[src/zx_bus_pkg.sv]
/*
 * CPU side types for the ZX Spectrum memory paging core.
 * Holds the sampled Z80 bus request and the ULA output port state.
 * Modules refer to these by scoped name, no import needed.
 */

package zx_bus_pkg;

	// ========================================
	// CPU bus request
	// ========================================

	// Sampled once per clk_sys cycle, strobes active high
	typedef struct packed {
		logic [15:0] addr;
		logic [7:0]  data;
		logic        mreq;
		logic        iorq;
		logic        wr;
	} cpu_req_t;

	// ========================================
	// ULA output port (FE)
	// ========================================

	// Border colour plus the two audio/tape bits
	typedef struct packed {
		logic [2:0] border;
		logic       ear;
		logic       mic;
	} ula_out_t;

	// Bit positions of the ULA port data byte
	localparam int ULA_BORDER_LSB = 0;
	localparam int ULA_MIC_BIT    = 3;
	localparam int ULA_EAR_BIT    = 4;

endpackage

[src/zx_mem_pkg.sv]
/*
 * Memory side types for the ZX Spectrum memory paging core.
 * Machine model, the two paging register views, the full paging
 * state, the per-slot mapping result and physical address layout.
 */

package zx_mem_pkg;

	// ========================================
	// Machine model
	// ========================================

	typedef enum logic [1:0] {
		model_48k   = 2'd0,
		model_128k  = 2'd1,
		model_plus3 = 2'd2
	} model_e;

	// ========================================
	// Paging registers
	// ========================================

	// 128K paging port 7FFD
	typedef struct packed {
		logic [1:0] unused;
		logic       lock;
		logic       rom_lo;
		logic       scr;
		logic [2:0] ram_page;
	} page_7ffd_t;

	// +3 paging port 1FFD, upper cfg bit doubles as rom_hi in normal mode
	typedef struct packed {
		logic [4:0] unused;
		logic [1:0] special_cfg;
		logic       special;
	} page_1ffd_t;

	// One written byte, seen through either port layout
	typedef union packed {
		page_7ffd_t as_7ffd;
		page_1ffd_t as_1ffd;
	} page_word_u;

	typedef struct packed {
		model_e     model;
		page_word_u p7ffd;
		page_word_u p1ffd;
		logic       scr_copy;
	} paging_t;

	// ========================================
	// Physical address space
	// ========================================

	// Page number and ROM flag for one 16K CPU window
	typedef struct packed {
		logic [3:0] page;
		logic       rom;
	} slot_map_t;

	typedef logic [24:0] phys_addr_t;

	// ROM images live above the 2M RAM area
	localparam phys_addr_t ROM_BASE = 25'h200000;
	localparam int PAGE_BITS = 14;

endpackage

[src/zx_port_decode.sv]
/*
 * I/O write decoder for the paging core.
 * Detects the rising edge of each CPU I/O write, updates the 7FFD and
 * 1FFD paging registers and the ULA port, and latches the machine model
 * while reset is held.
 */

`timescale 1ns/1ps

module zx_port_decode (
	input  logic                 clk_sys,
	input  logic                 reset,
	input  zx_bus_pkg::cpu_req_t cpu,
	input  zx_mem_pkg::model_e   model,
	output zx_mem_pkg::paging_t  paging,
	output zx_bus_pkg::ula_out_t ula
);

	// ========================================
	// Write strobe edge detection
	// ========================================

	logic io_wr;
	logic io_wr_q;
	logic io_wr_rise;

	assign io_wr      = cpu.iorq & cpu.wr;
	assign io_wr_rise = io_wr & ~io_wr_q;

	// ========================================
	// Port decode
	// ========================================

	logic                   is_48k;
	logic                   is_plus3;
	logic                   locked;
	logic                   sel_7ffd;
	logic                   sel_1ffd;
	logic                   sel_ula;
	zx_mem_pkg::page_word_u wr_word;

	assign is_48k   = (paging.model == zx_mem_pkg::model_48k);
	assign is_plus3 = (paging.model == zx_mem_pkg::model_plus3);
	assign locked   = paging.p7ffd.as_7ffd.lock;

	// Data byte as it would land in either paging register
	assign wr_word = cpu.data;

	// 7FFD: A15 and A1 low, A14 only matters on +3 where 1FFD shares the space
	// The 48K has no paging hardware at all
	assign sel_7ffd = ~cpu.addr[15] & ~cpu.addr[1]
		& (cpu.addr[14] | ~is_plus3)
		& ~locked & ~is_48k;

	// 1FFD: A15..A13 low, A12 high, A1 low, +3 only
	assign sel_1ffd = is_plus3 & ~locked
		& (cpu.addr[15:13] == 3'b000)
		& cpu.addr[12] & ~cpu.addr[1];

	// Any even port reaches the ULA
	assign sel_ula = ~cpu.addr[0];

	// ========================================
	// Registers
	// ========================================

	always_ff @(posedge clk_sys) begin
		if (reset) begin
			io_wr_q <= 1'b0;
		end else begin
			io_wr_q <= io_wr;
		end
	end

	// Paging state, model is taken from the input only during reset
	always_ff @(posedge clk_sys) begin
		if (reset) begin
			paging       <= '0;
			paging.model <= model;
		end else if (io_wr_rise) begin
			if (sel_7ffd) begin
				paging.p7ffd    <= wr_word;
				// Previous screen select is kept for readback
				paging.scr_copy <= paging.p7ffd.as_7ffd.scr;
			end else if (sel_1ffd) begin
				paging.p1ffd <= wr_word;
			end
		end
	end

	always_ff @(posedge clk_sys) begin
		if (reset) begin
			ula <= '0;
		end else if (io_wr_rise && sel_ula) begin
			ula.border <= cpu.data[zx_bus_pkg::ULA_BORDER_LSB +: 3];
			ula.mic    <= cpu.data[zx_bus_pkg::ULA_MIC_BIT];
			ula.ear    <= cpu.data[zx_bus_pkg::ULA_EAR_BIT];
		end
	end

endmodule

[src/zx_slot_map.sv]
/*
 * Page lookup for one 16K window of the CPU address space.
 * SLOT selects the window; the output gives the physical page and
 * whether it is ROM. Instantiated once per window by the top level.
 */

`timescale 1ns/1ps

module zx_slot_map #(
	parameter int SLOT = 0
) (
	input  zx_mem_pkg::paging_t   paging,
	output zx_mem_pkg::slot_map_t map
);

	// +3 all-RAM tables, rows are slots, columns special_cfg 0..3
	localparam logic [3:0] SPECIAL_TABLE [0:3][0:3] = '{
		'{4'd0, 4'd4, 4'd4, 4'd4},
		'{4'd1, 4'd5, 4'd5, 4'd7},
		'{4'd2, 4'd6, 4'd6, 4'd6},
		'{4'd3, 4'd7, 4'd3, 4'd3}
	};

	logic       is_48k;
	logic       is_plus3;
	logic       special;
	logic [1:0] special_cfg;
	logic       rom_hi;
	logic       rom_lo;
	logic [3:0] rom_page;

	assign is_48k      = (paging.model == zx_mem_pkg::model_48k);
	assign is_plus3    = (paging.model == zx_mem_pkg::model_plus3);
	assign special     = paging.p1ffd.as_1ffd.special;
	assign special_cfg = paging.p1ffd.as_1ffd.special_cfg;
	assign rom_hi      = special_cfg[1];
	assign rom_lo      = paging.p7ffd.as_7ffd.rom_lo;

	// +3 has four ROMs at pages 4..7, older models two at 2..3
	assign rom_page = is_plus3 ? 4'd4 + {2'b00, rom_hi, rom_lo}
		: 4'd2 + {3'b000, is_48k | rom_lo};

	always_comb begin
		map.rom  = 1'b0;
		map.page = '0;
		if (special) begin
			map.page = SPECIAL_TABLE[SLOT][special_cfg];
		end else begin
			case (SLOT)
				0: begin
					map.rom  = 1'b1;
					map.page = rom_page;
				end
				1: map.page = 4'd5;
				2: map.page = 4'd2;
				default: map.page = {1'b0, paging.p7ffd.as_7ffd.ram_page};
			endcase
		end
	end

endmodule

[src/zx_mem_select.sv]
/*
 * Bank selector for the paging core.
 * Picks the slot map by the upper CPU address bits, forms the physical
 * address and the read/write strobes, and registers them so they
 * appear one cycle after the request.
 */

`timescale 1ns/1ps

module zx_mem_select #(
	parameter int SLOT_COUNT = 4
) (
	input  logic                  clk_sys,
	input  logic                  reset,
	input  zx_bus_pkg::cpu_req_t  cpu,
	input  zx_mem_pkg::slot_map_t maps [SLOT_COUNT],
	output zx_mem_pkg::phys_addr_t ram_addr,
	output logic                  ram_rd,
	output logic                  ram_we,
	output logic                  rom_sel
);

	localparam int SEL_BITS = $clog2(SLOT_COUNT);

	logic [SEL_BITS-1:0]    slot_idx;
	zx_mem_pkg::slot_map_t  cur;
	logic                   writable;
	zx_mem_pkg::phys_addr_t page_base;
	zx_mem_pkg::phys_addr_t offset;
	zx_mem_pkg::phys_addr_t addr_d;
	logic                   rd_d;
	logic                   we_d;

	// ========================================
	// Address translation
	// ========================================

	assign slot_idx = cpu.addr[15 -: SEL_BITS];
	assign cur      = maps[slot_idx];
	assign writable = ~cur.rom;

	assign page_base = zx_mem_pkg::phys_addr_t'(cur.page) << zx_mem_pkg::PAGE_BITS;
	assign offset    = zx_mem_pkg::phys_addr_t'(cpu.addr[zx_mem_pkg::PAGE_BITS-1:0]);

	// ROM pages sit in their own region above RAM
	assign addr_d = cur.rom ? zx_mem_pkg::ROM_BASE + page_base + offset
		: page_base + offset;

	// ROM is never written
	assign rd_d = cpu.mreq & ~cpu.wr;
	assign we_d = cpu.mreq & cpu.wr & writable;

	// ========================================
	// Output register
	// ========================================

	always_ff @(posedge clk_sys) begin
		ram_addr <= addr_d;
		rom_sel  <= cur.rom;
	end

	always_ff @(posedge clk_sys) begin
		if (reset) begin
			ram_rd <= 1'b0;
			ram_we <= 1'b0;
		end else begin
			ram_rd <= rd_d;
			ram_we <= we_d;
		end
	end

endmodule

[src/zx_memory_map.sv]
/*
 * Top level of the ZX Spectrum memory paging core.
 * The port decoder feeds one slot mapper per 16K window, and the bank
 * selector turns the CPU request into a registered physical access.
 */

`timescale 1ns/1ps

module zx_memory_map #(
	parameter int SLOT_COUNT = 4
) (
	input  logic                   clk_sys,
	input  logic                   reset,
	input  zx_bus_pkg::cpu_req_t   cpu,
	input  zx_mem_pkg::model_e     model,
	output zx_mem_pkg::phys_addr_t ram_addr,
	output logic                   ram_rd,
	output logic                   ram_we,
	output logic                   rom_sel,
	output zx_bus_pkg::ula_out_t   ula,
	output zx_mem_pkg::paging_t    paging
);

	zx_mem_pkg::slot_map_t maps [SLOT_COUNT];

	// ========================================
	// I/O port decode
	// ========================================

	zx_port_decode u_port_decode (
		.clk_sys (clk_sys),
		.reset   (reset),
		.cpu     (cpu),
		.model   (model),
		.paging  (paging),
		.ula     (ula)
	);

	// ========================================
	// Slot mappers, one per 16K window
	// ========================================

	for (genvar i = 0; i < SLOT_COUNT; i++) begin : g_slot
		zx_slot_map #(
			.SLOT (i)
		) u_slot_map (
			.paging (paging),
			.map    (maps[i])
		);
	end

	// ========================================
	// Bank select and output register
	// ========================================

	zx_mem_select #(
		.SLOT_COUNT (SLOT_COUNT)
	) u_mem_select (
		.clk_sys  (clk_sys),
		.reset    (reset),
		.cpu      (cpu),
		.maps     (maps),
		.ram_addr (ram_addr),
		.ram_rd   (ram_rd),
		.ram_we   (ram_we),
		.rom_sel  (rom_sel)
	);

endmodule

[config.mk]
export PLATFORM = sky130hd
export DESIGN_NAME = zx_memory_map
export DESIGN_NICKNAME = d
export VERILOG_FILES = /design/src/zx_bus_pkg.sv /design/src/zx_mem_pkg.sv /design/src/zx_port_decode.sv /design/src/zx_slot_map.sv /design/src/zx_mem_select.sv /design/src/zx_memory_map.sv
export SDC_FILE = /design/constraint.sdc
export NUM_CORES = 1
export LEC_CHECK = 0
export ABC_CLOCK_PERIOD_IN_PS = 4750
export BUFFER_PORTS_ARGS = -buffer_cell sky130_fd_sc_hd__buf_2
export CORE_ASPECT_RATIO = 1.25
export CORE_MARGIN = 4
export CORE_UTILIZATION = 50
export CTS_BUF_LIST = sky130_fd_sc_hd__clkbuf_16
export DETAILED_ROUTE_END_ITERATION = 12
export GPL_TIMING_DRIVEN = 0
export PLACE_DENSITY = 0.85
export REMOVE_ABC_BUFFERS = 1
export SLEW_MARGIN = 20
export SYNTH_ARGS = -nofsm -noshare
export SYNTH_HDL_FRONTEND = slang
export SYNTH_HIERARCHICAL = 1
export SYNTH_SLANG_ARGS = --single-unit
[constraint.sdc]
create_clock -name clk_sys -period 4.75 [get_ports clk_sys]
set_input_delay 1.425 -clock clk_sys [delete_from_list [all_inputs] [get_ports clk_sys]]
set_output_delay 1.425 -clock clk_sys [all_outputs]
set_load 0.01 [all_outputs]
Yosys cells after proc, flatten, opt, wreduce, memory -nomap -nowiden:

Index checks and enable logic that the tools add are counted.

* $add $sub $neg: 5
* $lt $le $gt $ge: 2
* equality and inequality tests: 1
* muxes and demuxes: 22
* bitwise logic cells: 27
* reductions and logical operators: 5

Operators with widths (count)
* 4-bit two-way mux: 13
* 4-bit binary-select mux with 2-bit select: 4
* 25-bit by 14-bit adder with 25-bit output: 1
* 25-bit two-way mux: 1
* 22-bit by 18-bit adder with 23-bit output, first input constant: 1
* 18-bit by 14-bit adder with 19-bit output: 1
* 1-bit bitwise AND: 13
* 5-bit binary-select mux with 2-bit select: 1
* 5-bit two-way mux: 2
* 1-bit inverter: 10
* 3-bit >= comparator, second input constant: 2
* 2-bit inverter with 3-bit output: 2
* 3-bit by 2-bit adder with 4-bit output, first input constant: 1
* 2-bit by 1-bit adder with 3-bit output, first input constant: 1
* 3-bit logical NOT: 1
* 3-bit AND reduction: 1
* 2-bit equality test, second input constant: 1
* 2-bit logical NOT: 1
* 1-bit bitwise OR: 2
* 2-bit AND reduction: 1
* 1-bit logical AND: 1
* 1-bit two-way mux: 1

* flip-flop bits (word level): 53
* bits of input ports: 31
* output and inout port bits: 52
* word-level logic and storage cells: 74

Logic depth before layout (Yosys ltp):

Gate-level depths: netlist (run 1).

* depth after elaboration: 11
* gate-level depth with buffers: 4
* gate-level depth less buffers: 3

Cells and area by module:

The synthesis (run 1) kept the hierarchy.

By module, submodules not included
* zx_port_decode: instances 1, cells an instance 96, area an instance 1026.0 um^2, seq. area each 520.5 um^2
* zx_mem_select: instances 1, cells an instance 37, area an instance 633.1 um^2, seq. area each 440.4 um^2
* zx_slot_map (g_slot[0].u_slot_map): instances 1, cells an instance 9, area an instance 57.6 um^2, seq. area each 0.0 um^2
* zx_slot_map (g_slot[1].u_slot_map): instances 1, cells an instance 7, area an instance 46.3 um^2, seq. area each 0.0 um^2
* zx_slot_map (g_slot[2].u_slot_map): instances 1, cells an instance 7, area an instance 45.0 um^2, seq. area each 0.0 um^2
* zx_slot_map (g_slot[3].u_slot_map): instances 1, cells an instance 8, area an instance 45.0 um^2, seq. area each 0.0 um^2

Least setup slack after synthesis (run 1):

OpenSTA, ideal clock, no wires.

* kind: input-to-reg
* from: in cpu[26] (netlist bit)
* to: reg u_port_decode/paging[12] (netlist name)
* setup time: 119 ps
* arrival: 2375 ps
* required time: 4631 ps
* slack: 2256 ps
* stages on the path: 4
* buffers on the path: 1
* cells stage by stage: or3_1 -> or3_1 -> buf_6 -> mux2i_1

* longest elaborated chain between the ends: 6

RTL lines
* start, declared: line zx_memory_map.sv:14 `input zx_bus_pkg::cpu_req_t cpu,`
* 1-bit inverter: line zx_port_decode.sv:51 `assign sel_7ffd = ~cpu.addr[15] & ~cpu.addr[1]`
* 1-bit bitwise AND: line zx_port_decode.sv:51
* 1-bit bitwise AND: line zx_port_decode.sv:52 `& (cpu.addr[14] | ~is_plus3)`
* 1-bit bitwise AND (2 in series): line zx_port_decode.sv:53 `& ~locked & ~is_48k;`
* 2-bit AND reduction (no source line)

Every way passes these cells.
A chain may end at the register's enable or synchronous reset.

Worst setup path after layout (run 1):

* from: in cpu[26] (netlist bit)
* to: reg u_port_decode/paging[0] (netlist name)

* longest elaborated chain between the ends: 6

RTL lines (line)
* 1-bit inverter: zx_port_decode.sv:51
* 1-bit bitwise AND: zx_port_decode.sv:51
* 1-bit bitwise AND: zx_port_decode.sv:52
* 1-bit bitwise AND (2 in series): zx_port_decode.sv:53
* 2-bit AND reduction (no source line)

Every way passes these cells.

==> results.txt, run 1 <==
----------------------------------------------------
[Outcome]
  Outcome ... finished, final reports clean

[Hold path]
  HP Class ... reg2reg
  Min-Delay Path Depth ... 2
  Hold Crit Start ... u_port_decode/paging[6]
  Min-Delay Endpoint ... u_port_decode/paging[6]

[Route]
  Routed wire per std cell ... 13.1 µm
  Number of nets still failing antenna checks after routing ... 0
  Per-cell via count in the routed design ... 4.72
  Iter 0 DRT Violations ... 25
  1st-pass router iterations ... 4
  Vias after detailed routing ... 1289
  Count of unresolved DRC violations after routing ... 0
  Total wirelength of the detailed-routed design ... 3590 µm

[Clock network]
  Post-CTS setup-driven buffer insertion count ... 0
  CTS resizes ... 0
  Number of buffers inserted during clock tree synthesis ... 5
  H-Tree Level Count ... 2
  Clk sinks ... 47
  Worst skew pair latency ... 280 ps
  Post-CTS Hold Fix Bufs ... 0
  CTS tree ... done
  Maximum buffer depth of the clock tree ... 2
  Root Buffer ... clkbuf_16
  Clock slew seen by the registers of the worst setup and hold paths ... 60 ps

[Critical path]
  Number of cells on the worst reg-to-reg path ... 3
  Startpoint of the worst-slack reg-to-reg timing path ... u_port_decode/paging[17]
  Largest stage delay on the critical path ... 540 ps
  CP required ... 4900 ps
  Arrival time of data at the critical path endpoint ... 2690 ps
  Setup Crit Path Kind ... in2reg
  Worst flop-to-flop path endpoint ... u_port_decode/paging[2]
  Crit. End Element ... flip-flop
  Worst Path Buf+Inv ... 1
  Crit path launch type ... input pin
  Critical-path top delay cell ... or3_1
  Critical Path Most Common Cell ... or3_1
  Gate family responsible for the most delay along the worst path ... simple AND/OR/NAND/NOR gates
  R2R setup slack ... 3090 ps
  Max Fanout on Critical Path ... 7
  Cell breakdown of the critical path ... buf_2 > or3_1 > or3_1 > mux2i_1

[Power]
  Leakage power total ... 1.11 nW
  Post-layout total power ... 0.000815 W
  Areal power density over the cells ... 354 mW/mm²
  Worst ir drop on vdd ... 278 µV

[Cells and area]
  Number of antenna cells inserted ... 0
  Non-filler instance count after layout ... 273
  Share of the core filled with cells ... 64.9%
  Number of nets at the end of the flow ... 264
  Area growth from synthesis to layout ... 24.2%
  Fraction of final layout cells sized beyond drive strength 1 ... 38.5%
  Leading cell type in the layout, fill and taps excluded ... buf_2
  Most frequent cells in the layout ... buf_2 (76), dfxtp_1 (45), nand2b_1 (24)

[STA]
  Final-report max-slew violation count ... 0
  Number of hold-slack violations in the final timing report ... 0
  Transition time of the tightest slew-check pin ... 807 ps
  Worst clock skew ... 7.08 ps
  Final total negative setup slack ... 0 ps
  Worst hold slack across all endpoints ... 476 ps
  Min Tclk post-route ... 2550 ps
  Final-report setup violation count ... 0
  Max Clk Rate ... 393 MHz
  RSZ-0062 raised after global routing ... no
  Portion of the clock cycle consumed by the worst path in the final layout ... 53.6%
  Tightest slew margin relative to the limit ... 45.4%

[Placed design]
  Placer's final routability congestion estimate ... 0.687
  Port Buffers ... 76
  HPWL after detailed placement ... 2850 µm
  Post-placement cell count ... 265

[Floorplan]
  Number of cell rows ... 24
  Chip width ... 62.5 µm
  Number of top-level pins ... 83
  Die extent in y ... 76.1 µm
  CORE AREA ... 0.00354 mm²
  Starting Density ... 52.3%
  Floorplan die area ... 0.00475 mm²

[Yosys]
  Largest area contributor in the synthesized netlist ... dfxtp_1
  FF+latch count, synth ... 47
  Seq/Total Area, Yosys ... 51.9%
  Count of mapped cells out of synthesis ... 164
  Avg Inst Size Synth ... 11.3 µm²
  Top post-synthesis cells by area ... dfxtp_1 (49%), mux2i_1 (11%), nand2b_1 (8.1%), buf_4 (6.5%), mux4_2 (6.1%)
  Cell Area, Synth ... 0.00185 mm²
  Number of different library cells in the post-synthesis netlist ... 32
  Top cell type's share of synthesized area ... 48.6%
  Count of warnings emitted by yosys ... 6

[Global route]
  Wire length of the first global-routing pass ... 6160 µm
  Remaining Overflow, GRT ... 0
  Initial antenna violation count ... 0
  Maximum number of pins on one net before global-route repair ... 36
  Vias in the first global route ... 1316
  Overall global routing resource usage ... 16.3%

[Job]
  Number of violations of the max-capacitance limit ... 0

----------------------------------------------------
## per-layer routing
layer | global-route usage [%] | routed length, µm | vias up
met5 | 0 | 0 | -
li1 | - | - | 652
met1 | 18.0 | 1440 | 573
met2 | 27.6 | 1780 | 64
met3 | 8.41 | 369 | 0
met4 | 3.75 | 0 | 0
## cell type report
class                   instances  area (µm²)
clock buffers                   5         125
clock inverters                 3        16.3
fillers                       281        1240
inverters                       3        11.3
multi-input cells             100         758
flip-flops and latches         47         961
well taps                      39        48.8
repair buffers                 76         380
## sequential cells by signal, summed over array words and instances (netlist names)
register               cells
u_mem_select/rom_sel       1
u_port_decode/paging      19
u_port_decode/ula          5
u_port_decode/io_wr_q      1
u_mem_select/ram_rd        1
u_mem_select/ram_we        1
u_mem_select/ram_addr     19
## power breakdown
group	internal, W	switching (W)
logic	0.0000366	0.0000361
clock network	0.000192	0.000131
registers	0.000413	0.00000593
total	0.000641	0.000173
## cell usage after synthesis, drive strengths merged
library cell	n
a21oi	1
and3	1
and3b	1
and4	1
and4bb	1
buf	19
clkbuf	4
conb	7
dfxtp	45
edfxtp	2
inv	3
mux2i	21
mux4	5
nand2	2
nand2b	25
nand3b	1
nand4	1
nor2	7
nor3	2
nor3b	1
nor4b	1
nor4bb	1
o21a	3
o21ai	2
o22ai	2
or2	2
or3	2
or3b	1
## how the worst max path moves through the flow
stage	slack, ps	from	end	depth (start not counted)
final	2200	cpu[26]	u_port_decode/paging[0]	4
after CTS	2220	cpu[26]	u_port_decode/paging[0]	4
after floorplan	2080	cpu[0]	u_port_decode/ula[0]	3
after global routing	2070	cpu[25]	u_port_decode/paging[2]	4
after detailed placement	1930	cpu[26]	u_port_decode/paging[0]	4
after global placement	1650	cpu[0]	u_port_decode/ula[4]	4
## kinds of logic after synthesis
group	count (synthesis)	share of synthesized area (%)
muxes	26	17.4
DFF	47	51.9
other	7	1.42
and+or+nand+nor	50	17.2
buffers and inverters	26	9.39
AOI/OAI and AO/OA	8	2.70
## metrics by stage
| stage | setup WS [ps] | instance area (µm²) |
|---|---|---|
| floorplan | 2080 | 1720 |
| global placement | 1650 | 2150 |
| detailed placement | 1930 | 2160 |
| CTS | 2220 | 2300 |
| global route | 2070 | 2300 |
| finish | 2200 | 2300 |
## worst register-to-register path: stages, from the launching register on
cell and delay [ps]:
edfxtp_1 450, nor4b_1 410, and4_1 490, mux2i_1 230
(Power assumes the default switching activity.)
==> inputs of run 2 (changes only) <==
- ABC_AREA: not set -> 1
- ABC_CLOCK_PERIOD_IN_PS: 4750 -> 2700
- CORE_UTILIZATION: 50 -> 47
- PLACE_DENSITY: 0.85 -> 0.79
- clock period: 4.75 -> 2.7 ns (I/O delays scaled with it)
==> run 2 against run 1 <==
  * Sequential cell count stayed put
  * Cell count rose by 41%
  * Critical path depth shrank 3
  * Final area is 9.0% higher
  * Critical endpoint is now paging[1]
  * Largest power group unchanged
  * Highest routed layer is now met4
==> results.txt, run 2 <==
----------------------------------------------------
[Global route]
  Met1 routing resource usage after global routing ... 19.2% (+1.2 points)
  Vias in the first global route ... 1522 (+16%)
  Most Crowded Layer GR ... met2
  Remaining Overflow, GRT ... 0 (unchanged)
  Maximum number of pins on one net before global-route repair ... 15 (-58%)
  Overall global routing resource usage ... 17.0% (+0.74 points)
  Wire length of the first global-routing pass ... 6860 µm (+11%)
  Initial antenna violation count ... 0 (unchanged)
  M2 GR Usage ... 29.0% (+1.4 points)
  Met3 Use GR ... 4.70% (-3.7 points)

[Yosys]
  Count of mapped cells out of synthesis ... 257 (+57%)
  Most numerous cell types in the synthesized netlist ... nor2_1 (53), dfxtp_1 (45), nand2_1 (32)
  Area fraction in compound gates after synthesis ... 5.73% (+3.0 points)
  Seq/Total Area, Yosys ... 47.8% (-4.0 points)
  Most used flip-flop cell after synthesis ... dfxtp_1
  Simple-gate portion of the synthesized area ... 31.3% (+14 points)
  Top cell type's share of synthesized area ... 44.8% (-3.8 points)
  Main combinational cell family by area after synthesis ... simple AND/OR/NAND/NOR gates
  Largest area contributor in the synthesized netlist ... dfxtp_1
  Number of enable-type register cells in the synthesized netlist ... 2 (unchanged)
  Synthesized-area fraction occupied by xor and xnor cells ... 0% (unchanged)
  Adder and majority cell fraction of the synthesized area ... 0% (unchanged)
  Avg Inst Size Synth ... 7.82 µm² (-31%)
  Top post-synthesis cells by area ... dfxtp_1 (45%), nor2_1 (9.9%), buf_4 (6.0%), nand2_1 (6.0%), inv_1 (5.2%)
  Most common cell in the netlist ... nor2_1
  Async S/R FF share, synth ... 0% (unchanged)
  Number of different library cells in the post-synthesis netlist ... 24 (-25%)
  Count of warnings emitted by yosys ... 6 (unchanged)
  Cell Area, Synth ... 0.00201 mm² (+8.4%)
  FF+latch count, synth ... 47 (unchanged)
  Mux contribution to synthesized area ... 0% (-17 points)

[Clock network]
  Clk sinks ... 47 (unchanged)
  Post-CTS Hold Fix Bufs ... 0 (unchanged)
  Maximum buffer depth of the clock tree ... 2 (unchanged)
  Clock slew seen by the registers of the worst setup and hold paths ... 60 ps (about the same)
  H-Tree Level Count ... 2 (unchanged)
  CTS resizes ... 0 (unchanged)
  CTS tree ... done
  Root Buffer ... clkbuf_16
  Number of buffers inserted during clock tree synthesis ... 5 (unchanged)
  Post-CTS setup-driven buffer insertion count ... 0 (unchanged)
  Worst skew pair latency ... 280 ps (about the same)

[Route]
  Number of nets still failing antenna checks after routing ... 0 (unchanged)
  Vias after detailed routing ... 1734 (+35%)
  Iter 0 DRT Violations ... 94 (+280%)
  Per-cell via count in the routed design ... 4.49 (-4.9%)
  Routed wire per std cell ... 11.5 µm (-13%)
  1st-pass router iterations ... 4 (unchanged)
  Count of unresolved DRC violations after routing ... 0 (unchanged)
  Total wirelength of the detailed-routed design ... 4440 µm (+24%)

[Critical path]
  Arrival time of data at the critical path endpoint ... 1030 ps (-1660 ps)
  Critical-path top delay cell ... dfxtp_1
  Crit. End Element ... output pin
  Largest stage delay on the critical path ... 540 ps (about the same)
  Worst Path Buf+Inv ... 1 (unchanged)
  CP required ... 1890 ps (-3010 ps)
  Number of cells on the worst reg-to-reg path ... 7 (+4)
  Cell breakdown of the critical path ... buf_2
  Crit path launch type ... flip-flop
  Max Fanout on Critical Path ... 12 (+5)
  Gate family responsible for the most delay along the worst path ... flip-flops
  Logic depth of the worst path, buffers included ... 1 (-3)
  Setup Crit Path Kind ... reg2out

[STA]
  Max Clk Rate ... 545 MHz
  Final-report setup violation count ... 0 (unchanged)
  Portion of the clock cycle consumed by the worst path in the final layout ... 68.0%
  Final total negative setup slack ... 0 ps (unchanged)
  RSZ-0062 raised after global routing ... no
  Min Tclk post-route ... 1840 ps
  Final-report max-slew violation count ... 0 (unchanged)
  Number of hold-slack violations in the final timing report ... 0 (unchanged)
  Worst clock skew ... 3.41 ps (-3.67 ps)

[Floorplan]
  CORE AREA ... 0.00410 mm² (+16%)
  Floorplan die area ... 0.00539 mm² (+14%)
  Starting Density ... 49.0% (-3.3 points)
  Chip width ... 66.5 µm (+6.5%)
  Number of cell rows ... 26 (+8.3%)
  Die extent in y ... 81.1 µm (+6.6%)
  Number of top-level pins ... 83 (unchanged)

[Cells and area]
  Most frequent cells in the layout ... buf_2 (76), nor2_1 (53), dfxtp_1 (45)
  Finished layout cell area ... 0.00251 mm² (+9.0%)
  Number of nets at the end of the flow ... 360 (+36%)
  Share of the core filled with cells ... 61.2% (-3.8 points)
  Number of antenna cells inserted ... 0 (unchanged)
  Fraction of final layout cells sized beyond drive strength 1 ... 32.1% (-6.3 points)
  Registers with the most flip-flops ... u_mem_select/ram_addr (19), u_port_decode/paging (19), u_port_decode/ula (5)
  Leading cell type in the layout, fill and taps excluded ... buf_2
  Area growth from synthesis to layout ... 24.8%

[Placed design]
  Port Buffers ... 76 (unchanged)
  HPWL after detailed placement ... 3260 µm (+14%)
  Total cell area at the placement stage ... 0.00234 mm² (+8.5%)
  Placer's final routability congestion estimate ... 0.769 (+12%)

[Hold path]
  HP Class ... reg2reg
  Min-Delay Path Depth ... 2 (unchanged)

[Power]
  Leakage power total ... 1.28 nW (+15%)
  Areal power density over the cells ... 629 mW/mm² (+78%)
  Worst ir drop on vdd ... 380 µV (+37%)

[Job]
  Number of violations of the max-capacitance limit ... 0 (unchanged)

[Outcome]
  Outcome ... finished, final reports clean

----------------------------------------------------
run 2: cell count changes after synthesis, moves of 12 or more:
cell / before / now
inv_1: 3 / 28
nor2_1: 7 / 53
mux2i_1: 21 / 0
nand2b_1: 24 / 0
nand3_1: 0 / 12
nand2_1: 2 / 32
run 2: logic make-up (layout without fill, tap and decap cells):
family	Yosys count	count (layout)
simple gates	126	126
buf+inv	54	118
flops	47	47
compound gates	23	23
other cells	7	16
run 2: layout make-up:
cell class | count | area [µm²]
sequential | 47 | 961
clock buffer | 5 | 125
clock inverter | 3 | 38.8
tap | 56 | 70.1
timing repair buffer | 76 | 380
fill | 378 | 1590
inverter | 34 | 128
multi-input combinational | 165 | 805
run 2: metrics by stage:
step | total power (W) | setup slack (ps) | cells | hold WS, ps
6_report | 0.00158 | 864 | 386 | 462
5_1_grt | 0.00164 | 794 | 386 | 492
4_1_cts | 0.00159 | 853 | 386 | 468
3_5_place_dp | 0.000916 | 784 | 378 | 454
3_3_place_gp | 0.000912 | 813 | 378 | 447
2_1_floorplan | 0.000842 | 1100 | 246 | 480
run 2: worst paths after layout:
check,startpoint,endpoint,slack (ps)
worst min-delay path,u_port_decode/paging[16],u_port_decode/paging[16],460
worst max register to register,u_port_decode/paging[18],u_port_decode/paging[3],1330
worst min register to register,u_port_decode/paging[16],u_port_decode/paging[16],460
worst max-delay path,u_port_decode/paging[1],paging[1],860
run 2: report_power, final:
| part | switching (W) | internal (W) | leakage [nW] |
|---|---|---|---|
| clock | 0.000244 | 0.000431 | 0.0812 |
| combinational | 0.000101 | 0.0000605 | 0.813 |
| sequential | 0.0000112 | 0.000728 | 0.391 |
run 2: routing by layer:
layer | vias up | part of all wire (%)
li1 | 906 | -
met1 | 761 | 39
met2 | 58 | 52
met3 | 9 | 5.6
met4 | 0 | 3.1
met5 | - | 0
